[src/hdl/bus_pkg.sv]
`default_nettype none

package bus_pkg;

    // Byte address, bit 0 picks the bank
    localparam int WB_AW = 9;
    localparam int WB_DW = 8;

    typedef logic [WB_AW-1:0] wb_adr_t;
    typedef logic [WB_DW-1:0] wb_dat_t;

    // Palette slave states
    typedef enum logic [1:0] {
        ST_IDLE,
        ST_RD_WAIT,
        ST_ACK
    } fsm_state_t;

endpackage

`default_nettype wire

[src/hdl/wb_pal_fsm.sv]
`timescale 1ns/1ps
`default_nettype none

module wb_pal_fsm
    import bus_pkg::*;
(
    input  logic    clk,
    input  logic    rst_n,
    input  logic    wb_cyc,
    input  logic    wb_stb,
    input  logic    wb_we,
    input  wb_adr_t wb_adr,
    input  wb_dat_t wb_dat_w,
    output wb_dat_t wb_dat_r,
    output logic    wb_ack,
    output logic    pal_we,
    output wb_adr_t pal_adr,
    output wb_dat_t pal_wdata,
    input  wb_dat_t pal_rdata
);

    fsm_state_t state;
    wb_adr_t    adr_r;
    logic       we_r;
    logic       req;

    assign req = wb_cyc && wb_stb;

    // Control path
    always_ff @(posedge clk) begin
        if (!rst_n) begin
            state <= ST_IDLE;
            we_r  <= 1'b0;
        end else begin
            case (state)
                ST_IDLE: begin
                    if (req) begin
                        we_r  <= wb_we;
                        state <= wb_we ? ST_ACK : ST_RD_WAIT;
                    end
                end
                ST_RD_WAIT: state <= ST_ACK;
                // Single cycle ack, then straight back to idle
                default: begin
                    we_r  <= 1'b0;
                    state <= ST_IDLE;
                end
            endcase
        end
    end

    // Request payload, captured with the request
    always_ff @(posedge clk) begin
        if (state == ST_IDLE && req) begin
            adr_r     <= wb_adr;
            pal_wdata <= wb_dat_w;
        end
        // Bank output is valid one cycle after the address
        if (state == ST_RD_WAIT) begin
            wb_dat_r <= pal_rdata;
        end
    end

    // Idle presents the live address so the RAM read starts with the request
    assign pal_adr = (state == ST_IDLE) ? wb_adr : adr_r;
    assign pal_we  = (state == ST_ACK) && we_r;
    assign wb_ack  = state == ST_ACK;

endmodule

`default_nettype wire

[config.mk]
export PLATFORM = sky130hd
export DESIGN_NAME = wb_pal_fsm
export DESIGN_NICKNAME = d
export VERILOG_FILES = /design/src/hdl/bus_pkg.sv /design/src/hdl/wb_pal_fsm.sv
export SDC_FILE = /design/constraint.sdc
export NUM_CORES = 1
export LEC_CHECK = 0
export BUFFER_PORTS_ARGS = -buffer_cell sky130_fd_sc_hd__buf_2
export CORE_MARGIN = 2
export CORE_UTILIZATION = 43
export CTS_CLUSTER_SIZE = 14
export DETAILED_ROUTE_END_ITERATION = 6
export HOLD_SLACK_MARGIN = 0.15
export PLACE_DENSITY = 0.78
export SLEW_MARGIN = 40
export SYNTH_ARGS = -nofsm -noshare
export SYNTH_HDL_FRONTEND = slang
export SYNTH_SLANG_ARGS = --single-unit
[constraint.sdc]
create_clock -name clk -period 2.2 [get_ports clk]
set_input_delay 0.22 -clock clk [delete_from_list [all_inputs] [get_ports clk]]
set_output_delay 0.22 -clock clk [all_outputs]
set_load 0.01 [all_outputs]
==> results.toml <==
[sta]
finalSetupViolations = 0
maxSlewViolCount = 0
tightest_slew_ps = 676
setup_tns_ps = 0
fin_skew_ps = 6.28
min_period_ps = 2010
finalCritPeriodShare = 0.916
hold_violations = 0
slew_headroom = 0.549
max_freq_mhz = 496
rsz0062_at_grt = "false"

[worst_setup_path]
cpPeakStageDelay_ps = 560
cp.arrival_ps = 1790
crit_chain = "nor2_2 -> mux2_2 -> buf_2"
slowest_stage = "nor2_2"
path_delay_family = "simple AND/OR/NAND/NOR gates"
crit_buf_inv = 1
criticalPathCategory = "flip-flop to output port"
critPathLaunchType = "flip-flop"
end_kind = "output port"
critical_path_required_ps = 1980
cp_max_fo = 11

[floorplanning]
die-area_um2 = 2850
start_util = 0.464
rows = 17
die_w_um = 53.4
fp.dieH_um = 53.4
io_pins = 57
coreArea_um2 = 2250

[clock_tree]
post_cts_buffers = 0
clock_path_buffers = 2
root_buffer = "clkbuf_4"
numCtsBuffers = 3
insertion_delay_ps = 320
clk_pin_slew_ps = 140
cts_tree = "yes"
clock_sinks = 28
htree_levels = 1

[layout]
instances_no_fill = 164
layout-drive-gt1-share = 0.522
nFillCells = 145
design_area_um2 = 1650
final_common_cell = "buf_2"
final_cell_mix = "56 x buf_2, 25 x edfxtp_1, 25 x dlygate4sd3_1"
final_nets = 167
diodes = 0
syn2layout_area_growth_pct = 57.1

[drt]
finalWirelength_mm = 2.37
drc = 0
routed-via-count = 778
wire_per_inst_um = 14.5
drt_pass1_iterations = 4
dr.first_iter.drc_count = 26
vias_per_cell = 4.74
ant_nets = 0

[synthesis]
syn_area_per_cell_um2 = 20.5
netlist_instances = 51
synth-seq-area-share = 0.774
ys_warn_count = 0
synth_cell_types = 15
synth_nets = 81
synth_area_leaders = "edfxtp_1 72%, mux2_4 11%, dfxtp_1 5.7%, nand3b_1 2.2%, nor2b_1 1.2%"
syn-cell-area_um2 = 1050
synth_top_area_share = 0.717
ys_ff_latch = 28
yosys.area.top_type = "edfxtp_1"

[place]
dp.cells = 135
gp_congestion = 0.674
dpl.hpwl_mm = 1.59
io_buffer_count = 56
placed_cell_area_um2 = 1360

[grt]
antenna_found_initial = 0
grt_pass1_vias = 780
grt_usage = 0.169
grt_pass1_wl_mm = 3.33
grt_max_degree = 18
grt_remaining_overflow = 0

[power]
leakage_nw = 0.728
power_density_nw_per_um2 = 605
power.total_w = 0.000996
ir_drop_uv = 459

[run]
maxCapViolCount = 0

[outcome]
status = "complete, no violations"

[min_path]
holdCritPathClass = "input port to flip-flop"
path summary, 6_finish.rpt:
check                               endpoint  cells after the start     start  slack, ps
worst max-delay path              pal_adr[8]                      3  state[1]        190
worst min-delay path                state[1]                      2     rst_n        180
worst max register to register  pal_wdata[1]                      3  state[1]        470
worst min register to register          we_r                      2      we_r        500
metrics by stage:
step                utilization  setup slack (ps)  hold WS, ps
global placement          0.603               553          396
global route              0.730              71.6          167
floorplan                     -               677          319
detailed placement        0.603               487          399
finish                    0.730               186          176
CTS                       0.730               181          173
sequential cells by signal, summed over array words and instances (netlist names):
register / cells
adr_r: 9
we_r: 1
state: 2
pal_wdata: 8
wb_dat_r: 8
kinds of logic after synthesis:
| kind of cell | count (synthesis) | share of synthesized area |
|---|---|---|
| AO/OA/AOI/OAI | 1 | 0.00598 |
| buffers and inverters | 1 | 0.0108 |
| flip-flops | 28 | 0.774 |
| multiplexers | 10 | 0.135 |
| AND/OR/NAND/NOR | 11 | 0.0741 |
cells in the mapped netlist:
| library cell | n |
|---|---|
| edfxtp_1 | 25 |
| mux2_4 | 8 |
| dfxtp_1 | 3 |
| nand3b_1 | 3 |
| nor2b_1 | 2 |
| a31oi_1 | 1 |
| and2_1 | 1 |
| and2b_1 | 1 |
| and3_1 | 1 |
| and4_1 | 1 |
| buf_6 | 1 |
| mux2_2 | 1 |
| mux2i_1 | 1 |
| nor2_2 | 1 |
| nor3b_1 | 1 |
area by class of cell:
type / instances / area [µm²] / area share
Clock buffer: 4 / 36.3 / 0.0221
Multi-Input combinational cell: 22 / 225 / 0.137
Sequential cell: 28 / 811 / 0.493
Tap cell: 28 / 35.0 / 0.0213
Timing Repair Buffer: 82 / 538 / 0.327
timing repair:
action | CTS | global route
setup endpoints to repair | 0 | 0
gates resized for setup | 0 | 0
endpoints found under the hold margin | 25 | 0
hold buffers | 25 | 0
layer usage:
layer | track usage | wire length [µm] | vias to the layer above
met2 | 0.340 | 1260 | 40
met3 | 0.0254 | 154 | 4
met5 | 0 | 0 | -
li1 | - | - | 368
met4 | 0.0769 | 34 | 0
met1 | 0.164 | 925 | 366
worst register-to-register path, delay by kind of cell, from the launching register on:
kind	cells	cell delay (ps)
buffers and inverters	1	240
flip-flops	1	380
AND/OR/NAND/NOR	2	820
where the power goes:
part	internal [W]	switching (W)
logic	0.0000881	0.0000584
registers	0.000601	0.00000635
clock network	0.000101	0.000141
(Power assumes the default switching activity.)
