**config.mk**
```make
export PLATFORM = sky130hd
export DESIGN_NAME = colmix
export DESIGN_NICKNAME = d
export VERILOG_FILES = /design/src/hdl/video_pkg.sv /design/src/hdl/bus_pkg.sv /design/src/hdl/pal_ram.sv /design/src/hdl/blank_dly.sv /design/src/hdl/colmix.sv
export SDC_FILE = /design/constraint.sdc
export NUM_CORES = 2
export LEC_CHECK = 0
export BUFFER_PORTS_ARGS = -buffer_cell sky130_fd_sc_hd__buf_4
export CORE_ASPECT_RATIO = 0.75
export CORE_UTILIZATION = 30
export CTS_CLUSTER_SIZE = 40
export DETAILED_ROUTE_END_ITERATION = 8
export PLACE_DENSITY_LB_ADDON = 0.1
export RECOVER_POWER = 50
export SYNTH_ARGS = -nofsm -noshare
export SYNTH_HDL_FRONTEND = slang
export SYNTH_SLANG_ARGS = --single-unit
```
**constraint.sdc**
```tcl
create_clock -name clk -period 7.2 [get_ports clk]
set_clock_uncertainty 0.2 [all_clocks]
set_input_delay 0.72 -clock clk [delete_from_list [all_inputs] [get_ports clk]]
set_output_delay 0.72 -clock clk [all_outputs]
set_load 0.03 [all_outputs]
```
**src/hdl/video_pkg.sv**
```systemverilog
`default_nettype none

package video_pkg;

    // Counter types for the raster position
    typedef logic [5:0] hcnt_t;
    typedef logic [4:0] vcnt_t;

    // Raster size in pixels and lines
    localparam hcnt_t H_TOTAL  = 6'd32;
    localparam hcnt_t H_ACTIVE = 6'd24;
    localparam vcnt_t V_TOTAL  = 5'd16;
    localparam vcnt_t V_ACTIVE = 5'd12;

    // Pixel clock enable divider
    localparam int PXL_DIV   = 2;
    localparam int PXL_DIV_W = $clog2(PXL_DIV);

    // Colour depth and palette size
    localparam int COL_W  = 4;
    localparam int PAL_AW = 8;

    typedef logic [PAL_AW-1:0] col_idx_t;

    // Palette word, odd bank in the upper byte
    typedef struct packed {
        logic [7:0] odd;
        logic [7:0] even;
    } col_word_t;

endpackage

`default_nettype wire

```
**src/hdl/bus_pkg.sv**
```systemverilog
`default_nettype none

package bus_pkg;

    // Byte address, bit 0 picks the bank
    localparam int WB_AW = 9;
    localparam int WB_DW = 8;

    typedef logic [WB_AW-1:0] wb_adr_t;
    typedef logic [WB_DW-1:0] wb_dat_t;

    // Palette slave states
    typedef enum logic [1:0] {
        ST_IDLE,
        ST_RD_WAIT,
        ST_ACK
    } fsm_state_t;

endpackage

`default_nettype wire

```
**src/hdl/pal_ram.sv**
```systemverilog
`timescale 1ns/1ps
`default_nettype none

module pal_ram
    import video_pkg::*;
    import bus_pkg::*;
(
    input  logic     clk,
    input  logic     we,
    input  col_idx_t cpu_adr,
    input  wb_dat_t  cpu_din,
    output wb_dat_t  cpu_dout,
    input  col_idx_t vid_adr,
    output wb_dat_t  vid_dout
);

    wb_dat_t mem [2**PAL_AW];

    // CPU port, read returns the old byte on a write
    always_ff @(posedge clk) begin
        if (we) begin
            mem[cpu_adr] <= cpu_din;
        end
        cpu_dout <= mem[cpu_adr];
    end

    // Video lookup port
    always_ff @(posedge clk) begin
        vid_dout <= mem[vid_adr];
    end

endmodule

`default_nettype wire

```
**src/hdl/blank_dly.sv**
```systemverilog
`timescale 1ns/1ps
`default_nettype none

module blank_dly
    import video_pkg::*;
(
    input  logic      clk,
    input  logic      rst_n,
    input  logic      pxl_cen,
    input  logic      pre_lhbl,
    input  logic      pre_lvbl,
    input  col_word_t rgb_in,
    output logic      lhbl,
    output logic      lvbl,
    output col_word_t rgb_out
);

    logic visible;

    // Colour only passes inside the active area
    assign visible = pre_lhbl && pre_lvbl;

    // One pixel delay keeps colour aligned with blanking
    always_ff @(posedge clk) begin
        if (!rst_n) begin
            lhbl    <= 1'b0;
            lvbl    <= 1'b0;
            rgb_out <= '0;
        end else if (pxl_cen) begin
            lhbl    <= pre_lhbl;
            lvbl    <= pre_lvbl;
            // Blank forces black
            rgb_out <= visible ? rgb_in : '0;
        end
    end

endmodule

`default_nettype wire

```
**src/hdl/colmix.sv**
```systemverilog
`timescale 1ns/1ps
`default_nettype none

module colmix
    import video_pkg::*;
    import bus_pkg::*;
(
    input  logic             clk,
    input  logic             rst_n,
    input  logic             pxl_cen,
    input  logic             pre_lhbl,
    input  logic             pre_lvbl,
    input  col_idx_t         col_addr,
    input  logic             black_n,
    input  logic             pal_we,
    input  wb_adr_t          pal_adr,
    input  wb_dat_t          pal_wdata,
    output wb_dat_t          pal_rdata,
    output logic             lhbl,
    output logic             lvbl,
    output logic [COL_W-1:0] red,
    output logic [COL_W-1:0] green,
    output logic [COL_W-1:0] blue
);

    logic      even_we;
    logic      odd_we;
    col_idx_t  cpu_idx;
    wb_dat_t   cpu_even;
    wb_dat_t   cpu_odd;
    wb_dat_t   vid_even;
    wb_dat_t   vid_odd;
    col_word_t pal_word;
    col_word_t col_in;
    col_word_t col_out;

    // Byte address to bank and index
    assign cpu_idx = pal_adr[WB_AW-1:1];
    assign even_we = pal_we && !pal_adr[0];
    assign odd_we  = pal_we && pal_adr[0];

    // Readback byte from the addressed bank
    assign pal_rdata = pal_adr[0] ? cpu_odd : cpu_even;

    pal_ram i_pal_even (
        .clk      (clk),
        .we       (even_we),
        .cpu_adr  (cpu_idx),
        .cpu_din  (pal_wdata),
        .cpu_dout (cpu_even),
        .vid_adr  (col_addr),
        .vid_dout (vid_even)
    );

    pal_ram i_pal_odd (
        .clk      (clk),
        .we       (odd_we),
        .cpu_adr  (cpu_idx),
        .cpu_din  (pal_wdata),
        .cpu_dout (cpu_odd),
        .vid_adr  (col_addr),
        .vid_dout (vid_odd)
    );

    // Both banks looked up with the same index
    assign pal_word = {vid_odd, vid_even};

    // Global black mask
    assign col_in = black_n ? pal_word : '0;

    blank_dly i_blank_dly (
        .clk      (clk),
        .rst_n    (rst_n),
        .pxl_cen  (pxl_cen),
        .pre_lhbl (pre_lhbl),
        .pre_lvbl (pre_lvbl),
        .rgb_in   (col_in),
        .lhbl     (lhbl),
        .lvbl     (lvbl),
        .rgb_out  (col_out)
    );

    // Channel split, low nibble of odd byte unused
    assign red   = col_out.even[COL_W +: COL_W];
    assign green = col_out.even[0 +: COL_W];
    assign blue  = col_out.odd[COL_W +: COL_W];

endmodule

`default_nettype wire

```
==> metrics.txt <==
Post-CTS Setup Repair Bufs=0; fraction of layout instances using a drive strength above 1=32.4%; sequential-to-total area share from yosys stat=67.2%; Max Clk Rate=0.171 GHz; Slew HR=-252%; Die Y=681 um; hold path cells=1; first-pass GRT wire length=974,000 um; critical path peak fanout=22; DRT antenna net count=0; cell with the most instances after synthesis=edfxtp_1; Synth Warn #=0; distinct cell type count after synthesis=57; area share of the largest cell type after synthesis=66.8%; total wire length=733,000 um; Main synth FF type=edfxtp_1; Final Hold Vio Count=0; Hold WC Path Type=primary input to flip-flop; final slew viol count=1,848; total negative slack=0 ns; Worst Path Arrival=6.34 ns; LEAKAGE=64.1 nW; clk slew on worst S/H paths=0.06 ns; 1st-pass router iterations=6; Final Setup Violations=0; Area after DPL=195,000 um2; HPWL after DPL=487,000 um; DRC Markers=0; Core ar.=610,000 um2; vias in the first global route=101,000; Placer Congestion=0.853; Post-synth EDFFs=4,096; CP Capture Type=flip-flop; Syn Inst Count=8,850; Startpoint Class=primary input; crit path from=pal_adr[5]; worst slew pin tran=5.27 ns; GRT Total Usage=23.2%; drt initial violations=14,500; die area=617,000 um2; status=complete, but fails checks; post-route minimum period=5.86 ns; total global routing overflow=0; Post-Syn Area=184,000 um2; largest stage delay on the critical path=1.42 ns; count of non-filler cells in the finished layout=17,600; clk_lat worst skew=1.10 ns; Crit-path slowest cell=clkbuf_1; most frequent cell on the critical path=clkbuf_1; number of antenna violations at the first check in global routing=88; Yosys top cell by area=edfxtp_1; reg2reg path depth=6; Power Dens Cells=259 nW/um2; pin count of the biggest net entering global routing=182; RSZ-0062 raised after global routing=false; failing checks=capacitance limit, slew limit; DP Cell Count=16,700; syn avg cell area=20.8 um2; RR Startpoint=i_pal_even.mem[152][2]; IO Pins=54; initial core utilization=30.2%; # rows=248; CTS HTree Levels=5; Final Net Count=9,102; dominant cells by area after synthesis=edfxtp_1 (67%), mux4_2 (23%), mux2i_1 (2.9%); crit-path cells=buf_4 > clkbuf_1 > and4b_1 > clkbuf_1 > nand2_1 > nor2_1; peak supply drop=0.210 mV; syn_nets=8,882; clock sink count=4,138; most frequent cells after synthesis=edfxtp_1 (4,096), mux4_2 (1,855), nor2_1 (541), mux2i_1 (534), clkbuf_1 (291); Vias=102,000; CTS root buffer=clkbuf_16; #FFs+latches synth=4,138; Num CTS Buffers=440; hold path start=pal_wdata[7]; CP required=7.68 ns; Area Overhead vs Synth=13.9%; ys async rst share=0%; routed length per instance=41.7 um; final instance area=210,000 um2; Max-cap violations=22; final period utilization=81.4%; via/cell ratio=5.80; Max Root-Sink Buffers=4; die width=907 um; CTS tree=yes; # port buffers=53; Setup CP Type=primary input to flip-flop
-- timing repair --
item | CTS | global route
resized for setup | 0 | 0
hold endpoints to repair | 123 | 0
hold buffers | 14 | 0
-- final timing paths --
kind | end | slack, ns
max | i_pal_odd.mem[180][7] | 1.34
min | i_pal_odd.mem[69][7] | 0.06
max reg2reg | i_pal_even.cpu_dout[2] | 3.32
min reg2reg | i_blank_dly.rgb_out[14] | 0.42
-- registers in the layout (all words and copies together), names as in the netlist --
register	flops
i_pal_odd.mem	2048
i_blank_dly.rgb_out	12
i_pal_odd.cpu_dout	8
i_pal_even.vid_dout	8
i_blank_dly.lhbl	1
i_pal_even.mem	2048
i_pal_odd.vid_dout	4
i_pal_even.cpu_dout	8
i_blank_dly.lvbl	1
-- layout make-up --
class | instances | area, um2
tap | 8125 | 10200
antenna | 19 | 47.5
clock buffer | 538 | 11600
inverter | 5 | 33.8
clock inverter | 286 | 2730
sequential | 4138 | 124000
multi-input combinational | 4013 | 57000
fill | 56700 | 400000
timing repair buffer | 472 | 4340
-- cell usage in the layout (no fill, tap or decap), types with 13 or more instances in the layout --
| cell | synthesis | final |
|---|---|---|
| buf_12 | 0 | 61 |
| o22ai_1 | 163 | 163 |
| o221ai_1 | 166 | 166 |
| dlygate4sd3_1 | 0 | 14 |
| mux2_2 | 60 | 60 |
| dfxtp_1 | 42 | 42 |
| nor2b_1 | 43 | 35 |
| a22oi_1 | 67 | 67 |
| nand2b_1 | 27 | 23 |
| clkinvlp_4 | 0 | 15 |
| clkinv_1 | 0 | 101 |
| bufinv_16 | 0 | 42 |
| buf_4 | 121 | 342 |
| clkbuf_16 | 0 | 444 |
| edfxtp_1 | 4096 | 4096 |
| a221oi_1 | 38 | 38 |
| diode_2 | 0 | 19 |
| a22o_1 | 25 | 25 |
| nand2_1 | 119 | 108 |
| o22a_1 | 13 | 13 |
| clkinv_2 | 0 | 95 |
| nor2_1 | 541 | 533 |
| mux2i_1 | 534 | 525 |
| nor4_1 | 30 | 27 |
| a211oi_1 | 17 | 15 |
| a21oi_1 | 99 | 99 |
| mux4_2 | 1855 | 1855 |
| nand3_1 | 23 | 15 |
| nor3_1 | 77 | 71 |
| nand4_1 | 17 | 17 |
| clkbuf_1 | 291 | 113 |
| o21ai_0 | 13 | 13 |
-- routing by layer --
layer	track usage, %	part of all wire, %	up-vias
met5	0	0.011	-
met4	5.56	2.8	12
met3	4.40	7.9	837
met2	34.2	43	4650
met1	35.4	46	57500
li1	-	-	39000
-- report_power, final --
| group | switching, mW | internal [mW] |
|---|---|---|
| Combinational | 3.01 | 1.47 |
| Clock | 10.3 | 12.9 |
| Sequential | 0.108 | 26.6 |
| Total | 13.4 | 41.0 |
-- worst max-delay path: cells and delay by family --
family                 cells  cell delay (ns)
and+or+nand+nor            3             2.48
buffers and inverters      3             3.03
-- stage by stage --
step	setup slack, ns	power (mW)	hold slack (ns)	utilization (%)
3_3_place_gp	0.123	31.6	0.298	32.0
6_report	1.34	54.3	0.0592	34.4
5_1_grt	1.42	55.6	0.0389	34.4
4_1_cts	2.61	54.7	0.00634	34.4
3_5_place_dp	1.43	31.6	0.324	32.1
2_1_floorplan	3.71	29.2	0.254	-
-- kinds of logic (layout without fill, tap and decap cells) --
group / after synthesis / in the layout / synth area share [%]
AOI/OAI and AO/OA: 642 / 642 / 2.54
buffers and inverters: 699 / 1301 / 2.05
DFF: 4138 / 4138 / 67.2
muxes: 2449 / 2449 / 26.0
other: 0 / 19 / 0
and+or+nand+nor: 922 / 922 / 2.21
Note: power is estimated with default switching activity, not from simulation.
