### config.mk
export PLATFORM = sky130hd
export DESIGN_NAME = video_timer
export DESIGN_NICKNAME = d
export VERILOG_FILES = /design/src/hdl/video_pkg.sv /design/src/hdl/video_timer.sv
export SDC_FILE = /design/constraint.sdc
export NUM_CORES = 1
export LEC_CHECK = 0
export BUFFER_PORTS_ARGS = -buffer_cell sky130_fd_sc_hd__buf_2
export CAP_MARGIN = 5
export CORE_AREA = 2 2 39 41
export DETAILED_ROUTE_END_ITERATION = 8
export DIE_AREA = 0 0 41 43
export GPL_TIMING_DRIVEN = 0
export PLACE_DENSITY = 0.65
export SETUP_SLACK_MARGIN = 0.02
export SLEW_MARGIN = 0
export SYNTH_ARGS = -nofsm -noshare
export SYNTH_HDL_FRONTEND = slang
export SYNTH_SLANG_ARGS = --single-unit
### constraint.sdc
create_clock -name clk -period 1.59 [get_ports clk]
set_clock_uncertainty 0.1 [all_clocks]
set_input_delay 0.0795 -clock clk [delete_from_list [all_inputs] [get_ports clk]]
set_output_delay 0.0795 -clock clk [all_outputs]
set_load 0.1 [all_outputs]
### src/hdl/video_pkg.sv
`default_nettype none

package video_pkg;

    // Counter types for the raster position
    typedef logic [5:0] hcnt_t;
    typedef logic [4:0] vcnt_t;

    // Raster size in pixels and lines
    localparam hcnt_t H_TOTAL  = 6'd32;
    localparam hcnt_t H_ACTIVE = 6'd24;
    localparam vcnt_t V_TOTAL  = 5'd16;
    localparam vcnt_t V_ACTIVE = 5'd12;

    // Pixel clock enable divider
    localparam int PXL_DIV   = 2;
    localparam int PXL_DIV_W = $clog2(PXL_DIV);

    // Colour depth and palette size
    localparam int COL_W  = 4;
    localparam int PAL_AW = 8;

    typedef logic [PAL_AW-1:0] col_idx_t;

    // Palette word, odd bank in the upper byte
    typedef struct packed {
        logic [7:0] odd;
        logic [7:0] even;
    } col_word_t;

endpackage

`default_nettype wire

### src/hdl/video_timer.sv
`timescale 1ns/1ps
`default_nettype none

module video_timer
    import video_pkg::*;
(
    input  logic  clk,
    input  logic  rst_n,
    output logic  pxl_cen,
    output hcnt_t hcnt,
    output vcnt_t vcnt,
    output logic  pre_lhbl,
    output logic  pre_lvbl
);

    logic [PXL_DIV_W-1:0] div_cnt;
    logic                 h_last;
    logic                 v_last;

    // Divide clk down to the pixel rate
    always_ff @(posedge clk) begin
        if (!rst_n) begin
            div_cnt <= '0;
        end else if (pxl_cen) begin
            div_cnt <= '0;
        end else begin
            div_cnt <= div_cnt + 1'b1;
        end
    end

    // Enable on the last cycle of each pixel
    assign pxl_cen = div_cnt == PXL_DIV_W'(PXL_DIV - 1);

    // End of line and end of frame
    assign h_last = hcnt == H_TOTAL - 1'b1;
    assign v_last = vcnt == V_TOTAL - 1'b1;

    // Raster counters, vertical steps at each line wrap
    always_ff @(posedge clk) begin
        if (!rst_n) begin
            hcnt <= '0;
            vcnt <= '0;
        end else if (pxl_cen) begin
            if (h_last) begin
                hcnt <= '0;
                vcnt <= v_last ? '0 : vcnt + 1'b1;
            end else begin
                hcnt <= hcnt + 1'b1;
            end
        end
    end

    // Visible area decode
    assign pre_lhbl = hcnt < H_ACTIVE;
    assign pre_lvbl = vcnt < V_ACTIVE;

endmodule

`default_nettype wire

==> flow_metrics.py, run 1 <==
metrics = {
    "yosys": {
        "seq_area_frac_synth_pct": 44.8,
        "ys.warnings.count": 0,
        "synthesis.nets": 61,
        "synth.cell_area_um2": 537,
        "yosys_register_bits": 12,
        "synthDistinctLibCells": 23,
        "syn_inst": 57,
        "synth.avg_cell_area_um2": 9.42,
    },
    "power_and_ir_drop": {
        "power.switching_mw": 0.167,
        "p_int_mw": 0.406,
        "vdd.ir_drop.worst_mv": 0.547,
        "power.leakage_nw": 0.296,
        "power_per_cell_area_mw_per_mm2": 761,
        "clock_network_power_share_pct": 32.5,
        "power.sequential.fraction_pct": 52.9,
        "switching_share_pct": 29.2,
        "power.share.combinational_pct": 14.6,
    },
    "clock_network": {
        "post_cts_setup_inserts": 0,
        "cts_tree": "yes",
        "cts_htree_levels": 1,
        "hold_buffers": 0,
        "cts_buffer_depth": 2,
        "cts-buffers-inserted": 3,
        "cts_resized": 0,
        "cts.sink_count": 12,
        "skew_pair_late_insertion_delay_ns": 0.27,
        "clk_pin_slew_ns": 0.07,
        "cts_root_buf": "sky130_fd_sc_hd__clkbuf_4",
    },
    "min_path": {
        "hold_depth": 3,
        "hold_start": "rst_n",
        "hold_path_class": "in2reg",
        "worstHoldEndpoint": "vcnt[0]$_SDFFE_PN0P_",
    },
    "critical_path": {
        "worst-setup-path-type": "reg2reg",
        "r2r_end": "vcnt[3]$_SDFFE_PN0P_",
        "start_kind": "flop",
        "setup.worst_path.end_class": "flop",
        "regToRegSetupSlack_ns": 0.18,
        "worst-r2r-cell-count": 3,
        "critPathMaxFanout": 7,
        "timing.rr.start": "hcnt[5]$_SDFFE_PN0P_",
        "crit_required_ns": 1.68,
        "cp.arrival_ns": 1.50,
    },
    "cells_and_area": {
        "nets": 81,
        "post_layout_nonfiller_instances": 92,
        "post_route_cells_drive_above_1_share_pct": 48.7,
        "nFillCells": 124,
        "final_cell_mix": "sky130_fd_sc_hd__buf_2 (15), sky130_fd_sc_hd__dfxtp_4 (10), sky130_fd_sc_hd__o21ai_0 (5)",
        "final_common_cell": "sky130_fd_sc_hd__buf_2",
        "antenna_cells_inserted": 0,
        "syn_to_final_growth_pct": 40.1,
        "fin_util_pct": 54.3,
    },
    "drt": {
        "drc_errors": 0,
        "vias": 473,
        "route.detailed.vias_per_inst": 5.14,
        "routed_wirelength_mm": 1.10,
        "route.detailed.wl_per_inst_um": 12.0,
        "ant_nets_after_route": 0,
        "first_iter_violations": 5,
        "dr.pass1.iters": 4,
    },
    "timing": {
        "worstMarginPinSlew_ns": 0.484,
        "relSlewSlack_pct": 68.0,
        "finalSetupViolCount": 0,
        "min_period_ns": 1.41,
        "grt_setup_unrepaired": "false",
        "fmax_mhz": 709,
        "slew_violations": 0,
        "finalWorstSetupSlack_ns": 0.179,
        "post-route-period-util_pct": 88.7,
        "final_hold_viol_count": 0,
    },
    "placed_design": {
        "gp_congestion": 0.649,
        "detailedPlacementHpwl_um": 789,
        "preCtsSetupSlack_ns": 0.193,
        "numPlacedInstances": 88,
        "count_of_input_and_output_buffers": 15,
    },
    "job": {
        "maximum_capacitance_violations": 0,
    },
    "global_routing": {
        "grt_usage_pct": 15.4,
        "grt_first_pass_wirelength_mm": 1.76,
        "largest_net_degree_at_the_start_of_global_routing": 11,
        "vias_in_the_first_global_route": 416,
        "grt_overflow_total": 0,
        "antenna_found_initial": 0,
    },
    "floorplanning": {
        "fp.dieArea_mm2": 0.00176,
        "die_w_um": 41,
        "floorplan.core_area_mm2": 0.00138,
        "initial_core_util_pct": 38.8,
        "fp-row-count": 14,
        "floorplan.io_pins": 16,
        "die_h_um": 43,
    },
    "outcome": {
        "outcome": "finished, final reports clean",
    },
}
==> cell type report <==
type	instances	area, um^2	share of cell area [%]
timing repair buffer	15	75.1	9.98
multi-input combinational	42	329	43.8
sequential	12	279	37.1
buffer	2	18.8	2.50
clock inverter	1	3.75	0.499
tap	16	20.0	2.66
clock buffer	3	22.5	3.00
inverter	1	3.75	0.499
==> routing by layer <==
metal	global-route usage, %	part of all wire (%)	vias to the layer above
met5	0	0	-
met4	6.00	0	0
met3	9.42	5.0	0
met2	21.9	45	14
met1	18.2	50	211
li1	-	-	248
==> how the worst max path moves through the flow <==
stage                              start                    to  slack [ns]  depth (start not counted)
floorplan           vcnt[4]$_SDFFE_PN0P_              pre_lvbl      -0.002                          1
global placement    hcnt[1]$_SDFFE_PN0P_  hcnt[3]$_SDFFE_PN0P_        0.20                          5
detailed placement  hcnt[1]$_SDFFE_PN0P_  hcnt[3]$_SDFFE_PN0P_        0.19                          5
CTS                 hcnt[1]$_SDFFE_PN0P_  vcnt[1]$_SDFFE_PN0P_        0.17                          5
global route        vcnt[0]$_SDFFE_PN0P_  vcnt[2]$_SDFFE_PN0P_        0.09                          4
finish              hcnt[5]$_SDFFE_PN0P_  vcnt[3]$_SDFFE_PN0P_        0.18                          3
==> critical path, cell delays in order (launching register included) <==
cell and delay (ns):
sky130_fd_sc_hd__dfxtp_4 0.36, sky130_fd_sc_hd__nand3b_2 0.26, sky130_fd_sc_hd__or4_1 0.49, sky130_fd_sc_hd__a21oi_1 0.13
==> registers in the layout, indices dropped and copies added, names as in the netlist <==
| signal | flops |
|---|---|
| hcnt | 6 |
| pxl_cen | 1 |
| vcnt | 5 |
==> power by group through the flow <==
stage	Sequential, mW	Combinational [mW]	Clock (mW)
after floorplan	0.358	0.0228	0
after global placement	0.310	0.0843	0
after detailed placement	0.310	0.0841	0
after CTS	0.303	0.0844	0.199
after global routing	0.304	0.0888	0.216
final	0.303	0.0837	0.186
==> stage by stage <==
step	TNS [ns]	area (um^2)	hold slack (ns)	power (mW)
global placement	0	726	0.290	0.394
finish	0	752	0.0129	0.573
global route	0	752	0.0146	0.608
CTS	0	752	0.00458	0.586
floorplan	-0.00170	631	0.0897	0.381
detailed placement	0	726	0.292	0.394
==> cell usage after synthesis <==
library cell	number	share of area (%)
sky130_fd_sc_hd__nand3b_2	1	2.1
sky130_fd_sc_hd__or3_1	4	4.7
sky130_fd_sc_hd__buf_4	2	2.8
sky130_fd_sc_hd__nand2_1	3	2.1
sky130_fd_sc_hd__a21oi_1	6	5.6
sky130_fd_sc_hd__inv_1	1	0.70
sky130_fd_sc_hd__nand4_1	2	2.3
sky130_fd_sc_hd__o311a_1	1	1.9
sky130_fd_sc_hd__nor2_1	2	1.4
sky130_fd_sc_hd__mux2i_1	1	1.9
sky130_fd_sc_hd__ha_1	2	4.7
sky130_fd_sc_hd__o41ai_1	1	1.6
sky130_fd_sc_hd__nand4b_1	1	1.6
sky130_fd_sc_hd__or4_1	1	1.4
sky130_fd_sc_hd__a21boi_0	1	1.4
sky130_fd_sc_hd__nand3_1	2	1.9
sky130_fd_sc_hd__dfxtp_1	12	45
sky130_fd_sc_hd__o31ai_1	1	1.4
sky130_fd_sc_hd__nor2b_1	2	2.3
sky130_fd_sc_hd__and2_1	2	2.3
sky130_fd_sc_hd__xnor2_1	3	4.9
sky130_fd_sc_hd__o21ai_0	5	4.7
sky130_fd_sc_hd__xor2_1	1	1.6
==> cell families after synthesis <==
kind of cell	count (synthesis)	synth area share, %
AND/OR/NAND/NOR	20	22.1
AO/OA/AOI/OAI	15	16.6
flip-flops	12	44.8
XOR/XNOR	4	6.53
buffers and inverters	3	3.50
adder cells (fa/ha/maj)	2	4.66
multiplexers	1	1.86
Note: power is estimated with default switching activity, not from simulation.
==> run 2: changes to the inputs <==
CTS_CLUSTER_SIZE = 28   (was not set)
MAX_ROUTING_LAYER = met4   (was not set)
==> run 2 against run 1 <==
Compared with the run above:
- critical path depth unchanged
- first-iteration DRC count up 40%
- routed wire length unchanged
- cell area unchanged
- critical endpoint unchanged
- highest routed layer unchanged
==> flow_metrics.py, run 2 (synthesis gave the netlist of run 1 again) <==
metrics = {
    "outcome": {
        "outcome": "finished, final reports clean",
    },
    "cells_and_area": {
        "final_common_cell": "sky130_fd_sc_hd__buf_2",
        "fin_util_pct": 54.3,
        "post_route_cells_drive_above_1_share_pct": 48.7,
        "antenna_cells_inserted": 0,
        "largest_reg_flops": 6,
        "layout.area.seq_um2": 279,
        "nets": 81,
        "final_cell_mix": "sky130_fd_sc_hd__buf_2 (15), sky130_fd_sc_hd__dfxtp_4 (10), sky130_fd_sc_hd__o21ai_0 (5)",
        "nFillCells": 124,
        "syn_to_final_growth_pct": 40.1,
        "area_used_by_multi_input_combinational_logic_um2": 329,
        "max_flop_register": "hcnt",
    },
    "global_routing": {
        "vias_in_the_first_global_route": 417,
        "antenna_found_initial": 0,
        "grt_usage_pct": 15.8,
        "largest_net_degree_at_the_start_of_global_routing": 11,
        "grt_first_pass_wirelength_mm": 1.75,
        "grt_overflow_total": 0,
    },
    "drt": {
        "ant_nets_after_route": 0,
        "route.detailed.vias_per_inst": 5.13,
        "route.detailed.wl_per_inst_um": 12.0,
        "first_iter_violations": 7,
        "drc_errors": 0,
        "vias": 472,
        "dr.pass1.iters": 4,
        "routed_wirelength_mm": 1.10,
    },
    "timing": {
        "slew_violations": 0,
        "min_period_ns": 1.41,
        "final_hold_viol_count": 0,
        "relSlewSlack_pct": 68.0,
        "finalSetupViolCount": 0,
        "fmax_mhz": 709,
        "worstMarginPinSlew_ns": 0.484,
        "holdWs_ns": 0.00967,
        "grt_setup_unrepaired": "false",
        "post-route-period-util_pct": 88.7,
    },
    "power_and_ir_drop": {
        "power.share.combinational_pct": 14.6,
        "clock_network_power_share_pct": 32.8,
        "p_int_mw": 0.406,
        "vdd.ir_drop.worst_mv": 0.547,
        "power_per_cell_area_mw_per_mm2": 765,
        "switching_share_pct": 29.5,
        "power.leakage_nw": 0.296,
        "power.switching_mw": 0.169,
        "power.sequential.fraction_pct": 52.6,
    },
    "clock_network": {
        "cts.sink_count": 12,
        "skew_pair_late_insertion_delay_ns": 0.27,
        "hold_buffers": 0,
        "cts-buffers-inserted": 3,
        "cts_root_buf": "sky130_fd_sc_hd__clkbuf_4",
        "cts_resized": 0,
        "cts_buffer_depth": 2,
        "cts_htree_levels": 1,
        "clk_pin_slew_ns": 0.07,
        "cts_tree": "yes",
        "post_cts_setup_inserts": 0,
    },
    "critical_path": {
        "crit_required_ns": 1.69,
        "cp.arrival_ns": 1.51,
        "start_kind": "flop",
        "critPathMaxFanout": 7,
        "setup.worst_path.end_class": "flop",
        "worst-setup-path-type": "reg2reg",
    },
    "floorplanning": {
        "floorplan.io_pins": 16,
        "die_w_um": 41,
        "fp.dieArea_mm2": 0.00176,
        "fp-row-count": 14,
        "initial_core_util_pct": 38.8,
        "floorplan.core_area_mm2": 0.00138,
        "die_h_um": 43,
    },
    "placed_design": {
        "gp_congestion": 0.654,
        "count_of_input_and_output_buffers": 15,
        "detailedPlacementHpwl_um": 789,
    },
    "job": {
        "maximum_capacitance_violations": 0,
    },
    "min_path": {
        "hold_path_class": "in2reg",
    },
}
-- run 2: cell counts in the layout (fill, tap and decap cells not counted) --
Identical to the previous run, type by type.
-- run 2: layout make-up --
cell class	count	area share, %
Buffer	2	2.50
Multi-Input combinational cell	42	43.8
Sequential cell	12	37.1
Inverter	1	0.499
Clock inverter	1	0.499
Tap cell	16	2.66
Clock buffer	3	3.00
Timing Repair Buffer	15	9.98
-- run 2: per-stage QoR --
| stage | TNS (ns) | worst slack (ns) | cell area (um^2) | power (mW) | std cells |
|---|---|---|---|---|---|
| after floorplan | -0.00170 | -0.00170 | 631 | 0.381 | 57 |
| after global placement | 0 | 0.200 | 726 | 0.394 | 88 |
| after detailed placement | 0 | 0.193 | 726 | 0.394 | 88 |
| after CTS | 0 | 0.172 | 752 | 0.586 | 92 |
| after global routing | 0 | 0.0858 | 752 | 0.608 | 92 |
| final | 0 | 0.180 | 752 | 0.575 | 92 |
-- run 2: routing by layer --
| layer | wire (um) | vias up | GRT usage [%] |
|---|---|---|---|
| met2 | 505 | 13 | 21.9 |
| li1 | - | 248 | - |
| met5 | 0 | - | - |
| met3 | 68 | 0 | 9.42 |
| met1 | 527 | 211 | 18.2 |
| met4 | 0 | 0 | 6.00 |
-- run 2: worst paths after layout --
path / start / end / slack [ns] / cells after the start
max: hcnt[5]$_SDFFE_PN0P_ / vcnt[3]$_SDFFE_PN0P_ / 0.18 / 3
min: rst_n / vcnt[0]$_SDFFE_PN0P_ / 0.01 / 3
max reg2reg: hcnt[5]$_SDFFE_PN0P_ / vcnt[3]$_SDFFE_PN0P_ / 0.18 / 3
min reg2reg: vcnt[3]$_SDFFE_PN0P_ / vcnt[3]$_SDFFE_PN0P_ / 0.42 / 2
-- run 2: power groups by stage --
stage / sequential (mW) / clock (mW) / combinational (mW)
detailed placement: 0.310 / 0 / 0.0841
finish: 0.303 / 0.189 / 0.0837
floorplan: 0.358 / 0 / 0.0228
global route: 0.304 / 0.216 / 0.0888
CTS: 0.303 / 0.199 / 0.0844
global placement: 0.310 / 0 / 0.0843
-- run 2: worst max-delay path: stages, from the launching register on --
cell and delay [ns]:
sky130_fd_sc_hd__dfxtp_4 0.36, sky130_fd_sc_hd__nand3b_2 0.26, sky130_fd_sc_hd__or4_1 0.48, sky130_fd_sc_hd__a21oi_1 0.13
==> run 3: changes to the inputs <==
ABC_AREA = 1   (was not set)
CORE_AREA = not set   (was 2 2 39 41)
CORE_UTILIZATION = 44   (was not set)
DIE_AREA = not set   (was 0 0 41 43)
PLACE_DENSITY = 0.69   (was 0.65)
==> run 3 against run 2 <==
Compared with the run above:
- utilization is 6.3 points higher
- setup slack worse by 0.051 ns
- critical path depth rose by 1
- cell area up 3.7%
- largest cell class unchanged
==> flow_metrics.py, run 3 <==
metrics = {
    "outcome": {
        "outcome": "finished, final reports clean",
    },
    "drt": {
        "top_layer": "met4",
        "wire_length_on_met2_um": 528,
        "route.layer.met1.wl_um": 541,
        "routed_wirelength_mm": 1.13,
        "dr.pass1.iters": 5,
        "ant_nets_after_route": 0,
        "drc_errors": 0,
        "route.detailed.wl_per_inst_um": 9.94,
        "dr_wl_met3_um": 46,
        "vias": 556,
        "route.detailed.vias_per_inst": 4.88,
        "first_iter_violations": 8,
    },
    "yosys": {
        "synth-edff-count": 0,
        "seq_area_frac_synth_pct": 39.6,
        "cell_type_with_the_largest_total_area_after_synthesis": "sky130_fd_sc_hd__dfxtp_1",
        "ys.warnings.count": 0,
        "most_common_cell_in_the_netlist": "sky130_fd_sc_hd__nand2_1",
        "synth.top_cells.by_count": "sky130_fd_sc_hd__nand2_1 (18), sky130_fd_sc_hd__dfxtp_1 (12), sky130_fd_sc_hd__nor2_1 (12)",
        "yosys-top-cells-area": "sky130_fd_sc_hd__dfxtp_1 (40%), sky130_fd_sc_hd__nand2_1 (11%), sky130_fd_sc_hd__nor2_1 (7.4%)",
        "synth_top_flop_cell": "sky130_fd_sc_hd__dfxtp_1",
        "synth_top_area_share_pct": 39.6,
        "synth.cell_area_um2": 607,
        "syn_inst": 80,
        "synthDistinctLibCells": 19,
        "synth.avg_cell_area_um2": 7.59,
        "synthesis.nets": 84,
        "yosys_register_bits": 12,
        "postSynth.asyncResetShare_pct": 0,
    },
    "clock_network": {
        "cts-buffers-inserted": 3,
        "skew_pair_late_insertion_delay_ns": 0.27,
        "cts_buffer_depth": 2,
        "cts_htree_levels": 1,
        "cts.sink_count": 12,
        "clk_pin_slew_ns": 0.08,
        "cts_root_buf": "sky130_fd_sc_hd__clkbuf_4",
        "cts_tree": "yes",
    },
    "floorplanning": {
        "die_h_um": 39.1,
        "floorplan.io_pins": 16,
        "fp-row-count": 13,
        "fp.dieArea_mm2": 0.00153,
        "die_w_um": 39.1,
        "initial_core_util_pct": 47.2,
        "floorplan.core_area_mm2": 0.00128,
    },
    "global_routing": {
        "grt_overflow_total": 0,
        "vias_in_the_first_global_route": 441,
        "largest_net_degree_at_the_start_of_global_routing": 9,
        "grt_usage_pct": 18.7,
        "antenna_found_initial": 0,
        "grt_first_pass_wirelength_mm": 1.82,
    },
    "cells_and_area": {
        "post_route_cells_drive_above_1_share_pct": 44.4,
        "final_common_cell": "sky130_fd_sc_hd__nand2_1",
        "final_cell_mix": "sky130_fd_sc_hd__nand2_1 (18), sky130_fd_sc_hd__buf_2 (14), sky130_fd_sc_hd__nor2_1 (11)",
        "syn_to_final_growth_pct": 28.5,
        "nets": 105,
        "largest_reg_flops": 6,
        "max_flop_register": "hcnt",
        "nFillCells": 120,
        "antenna_cells_inserted": 0,
    },
    "timing": {
        "slew_violations": 0,
        "post-route-period-util_pct": 91.9,
        "finalSetupViolCount": 0,
        "final_hold_viol_count": 0,
        "fmax_mhz": 684,
        "grt_setup_unrepaired": "false",
        "fin_tns_setup_ns": 0,
        "relSlewSlack_pct": 67.9,
        "min_period_ns": 1.46,
        "worstMarginPinSlew_ns": 0.485,
    },
    "job": {
        "maximum_capacitance_violations": 0,
    },
    "placed_design": {
        "count_of_input_and_output_buffers": 15,
        "gp_congestion": 0.799,
        "detailedPlacementHpwl_um": 846,
    },
    "critical_path": {
        "critical_path_buf_inv_count": 2,
        "worst-setup-path-type": "reg2out",
        "setup.worst_path.end_class": "output port",
        "crit_slowest_cell": "sky130_fd_sc_hd__dfxtp_2",
        "critical-path-max-stage-delay_ns": 0.35,
        "start_kind": "flop",
        "crit_required_ns": 1.41,
        "cp.arrival_ns": 1.28,
        "cp_top_family": "buffers and inverters",
        "critPathMaxFanout": 5,
        "cp_cell_sequence": "nand2_1 -> inv_1 -> nor2_4 -> clkbuf_4",
    },
    "power_and_ir_drop": {
        "post-layout-total-power_mw": 0.582,
        "power.leakage_nw": 0.374,
        "vdd.ir_drop.worst_mv": 0.474,
        "power_per_cell_area_mw_per_mm2": 746,
    },
    "min_path": {
        "hold_path_class": "reg2reg",
    },
}
## run 3: changes by cell type in the layout (fill, tap and decap cells not counted), moves of 3 or more
cell                      delta
sky130_fd_sc_hd__dfxtp_2     +7
sky130_fd_sc_hd__dfxtp_4     -6
sky130_fd_sc_hd__inv_1       +6
sky130_fd_sc_hd__nand2_1    +15
sky130_fd_sc_hd__nand3_1     +3
sky130_fd_sc_hd__nor2_1      +9
sky130_fd_sc_hd__nor2_2      +3
sky130_fd_sc_hd__nor2_4      +5
sky130_fd_sc_hd__o21ai_0     -3
sky130_fd_sc_hd__or3_1       -4
## run 3: where the power goes
group	leakage (nW)	total, mW	internal, mW	switching [mW]
combinational	0.256	0.0824	0.0161	0.0663
sequential	0.104	0.312	0.304	0.00843
clock	0.0138	0.187	0.0876	0.0995
total	0.374	0.582	0.407	0.174
## run 3: worst register-to-register path, delay by kind of cell, from the launching register on
| kind | cells | cell delay, ns |
|---|---|---|
| DFF | 1 | 0.36 |
| adders and majority gates | 1 | 0.20 |
| buffers and inverters | 1 | 0.03 |
| and+or+nand+nor | 6 | 0.51 |
## run 3: logic make-up after synthesis
group,after synthesis,share of synthesized area (%)
xor gates and xnor gates,2,2.89
buffers and inverters,8,4.95
and+or+nand+nor,47,40.6
DFF,12,39.6
adders and majority gates,2,4.12
AOI/OAI and AO/OA,9,7.84
## run 3: what timing repair did
action                     in CTS  in global routing
resized for setup               0                  1
buffers inserted                0                  0
setup endpoints to repair       0                  1
hold endpoints to repair        2                  0
hold buffers                    1                  0
## run 3: through the flow
stage / hold slack, ns / utilization [%] / area, um^2 / cells / setup slack (ns)
3_5_place_dp: 0.254 / 57.9 / 744 / 110 / 0.297
2_1_floorplan: 0.105 / - / 651 / 80 / 0.0872
6_report: 0.405 / 60.7 / 779 / 114 / 0.128
5_1_grt: 0.436 / 60.7 / 779 / 114 / 0.0841
4_1_cts: 0.412 / 60.5 / 777 / 114 / 0.0268
3_3_place_gp: 0.259 / 57.9 / 744 / 110 / 0.306
## run 3: path summary, 6_finish.rpt
kind	cells past startpoint	slack [ns]	endpoint	start
worst max register to register	8	0.28	vcnt[1]$_SDFFE_PN0P_	hcnt[0]$_SDFFE_PN0P_
worst min register to register	1	0.40	pxl_cen$_SDFF_PP0_	pxl_cen$_SDFF_PP0_
worst max-delay path	4	0.13	pre_lhbl	hcnt[3]$_SDFFE_PN0P_
worst min-delay path	1	0.40	pxl_cen$_SDFF_PP0_	pxl_cen$_SDFF_PP0_
## run 3: final cells by class
type                    instances  area, um^2  share of cell area [%]
repair buffers                 16        87.6                    11.2
inverters                       8        30.0                    3.85
well taps                      15        18.8                    2.41
clock buffers                   3        22.5                    2.89
multi-input cells              60         355                    45.6
flip-flops and latches         12         265                    34.0
## run 3: routing by layer
metal | GRT usage [%] | vias to the layer above
met3 | 3.47 | 2
met4 | 12.9 | 0
met1 | 22.3 | 248
li1 | - | 296
met5 | - | -
met2 | 27.9 | 10
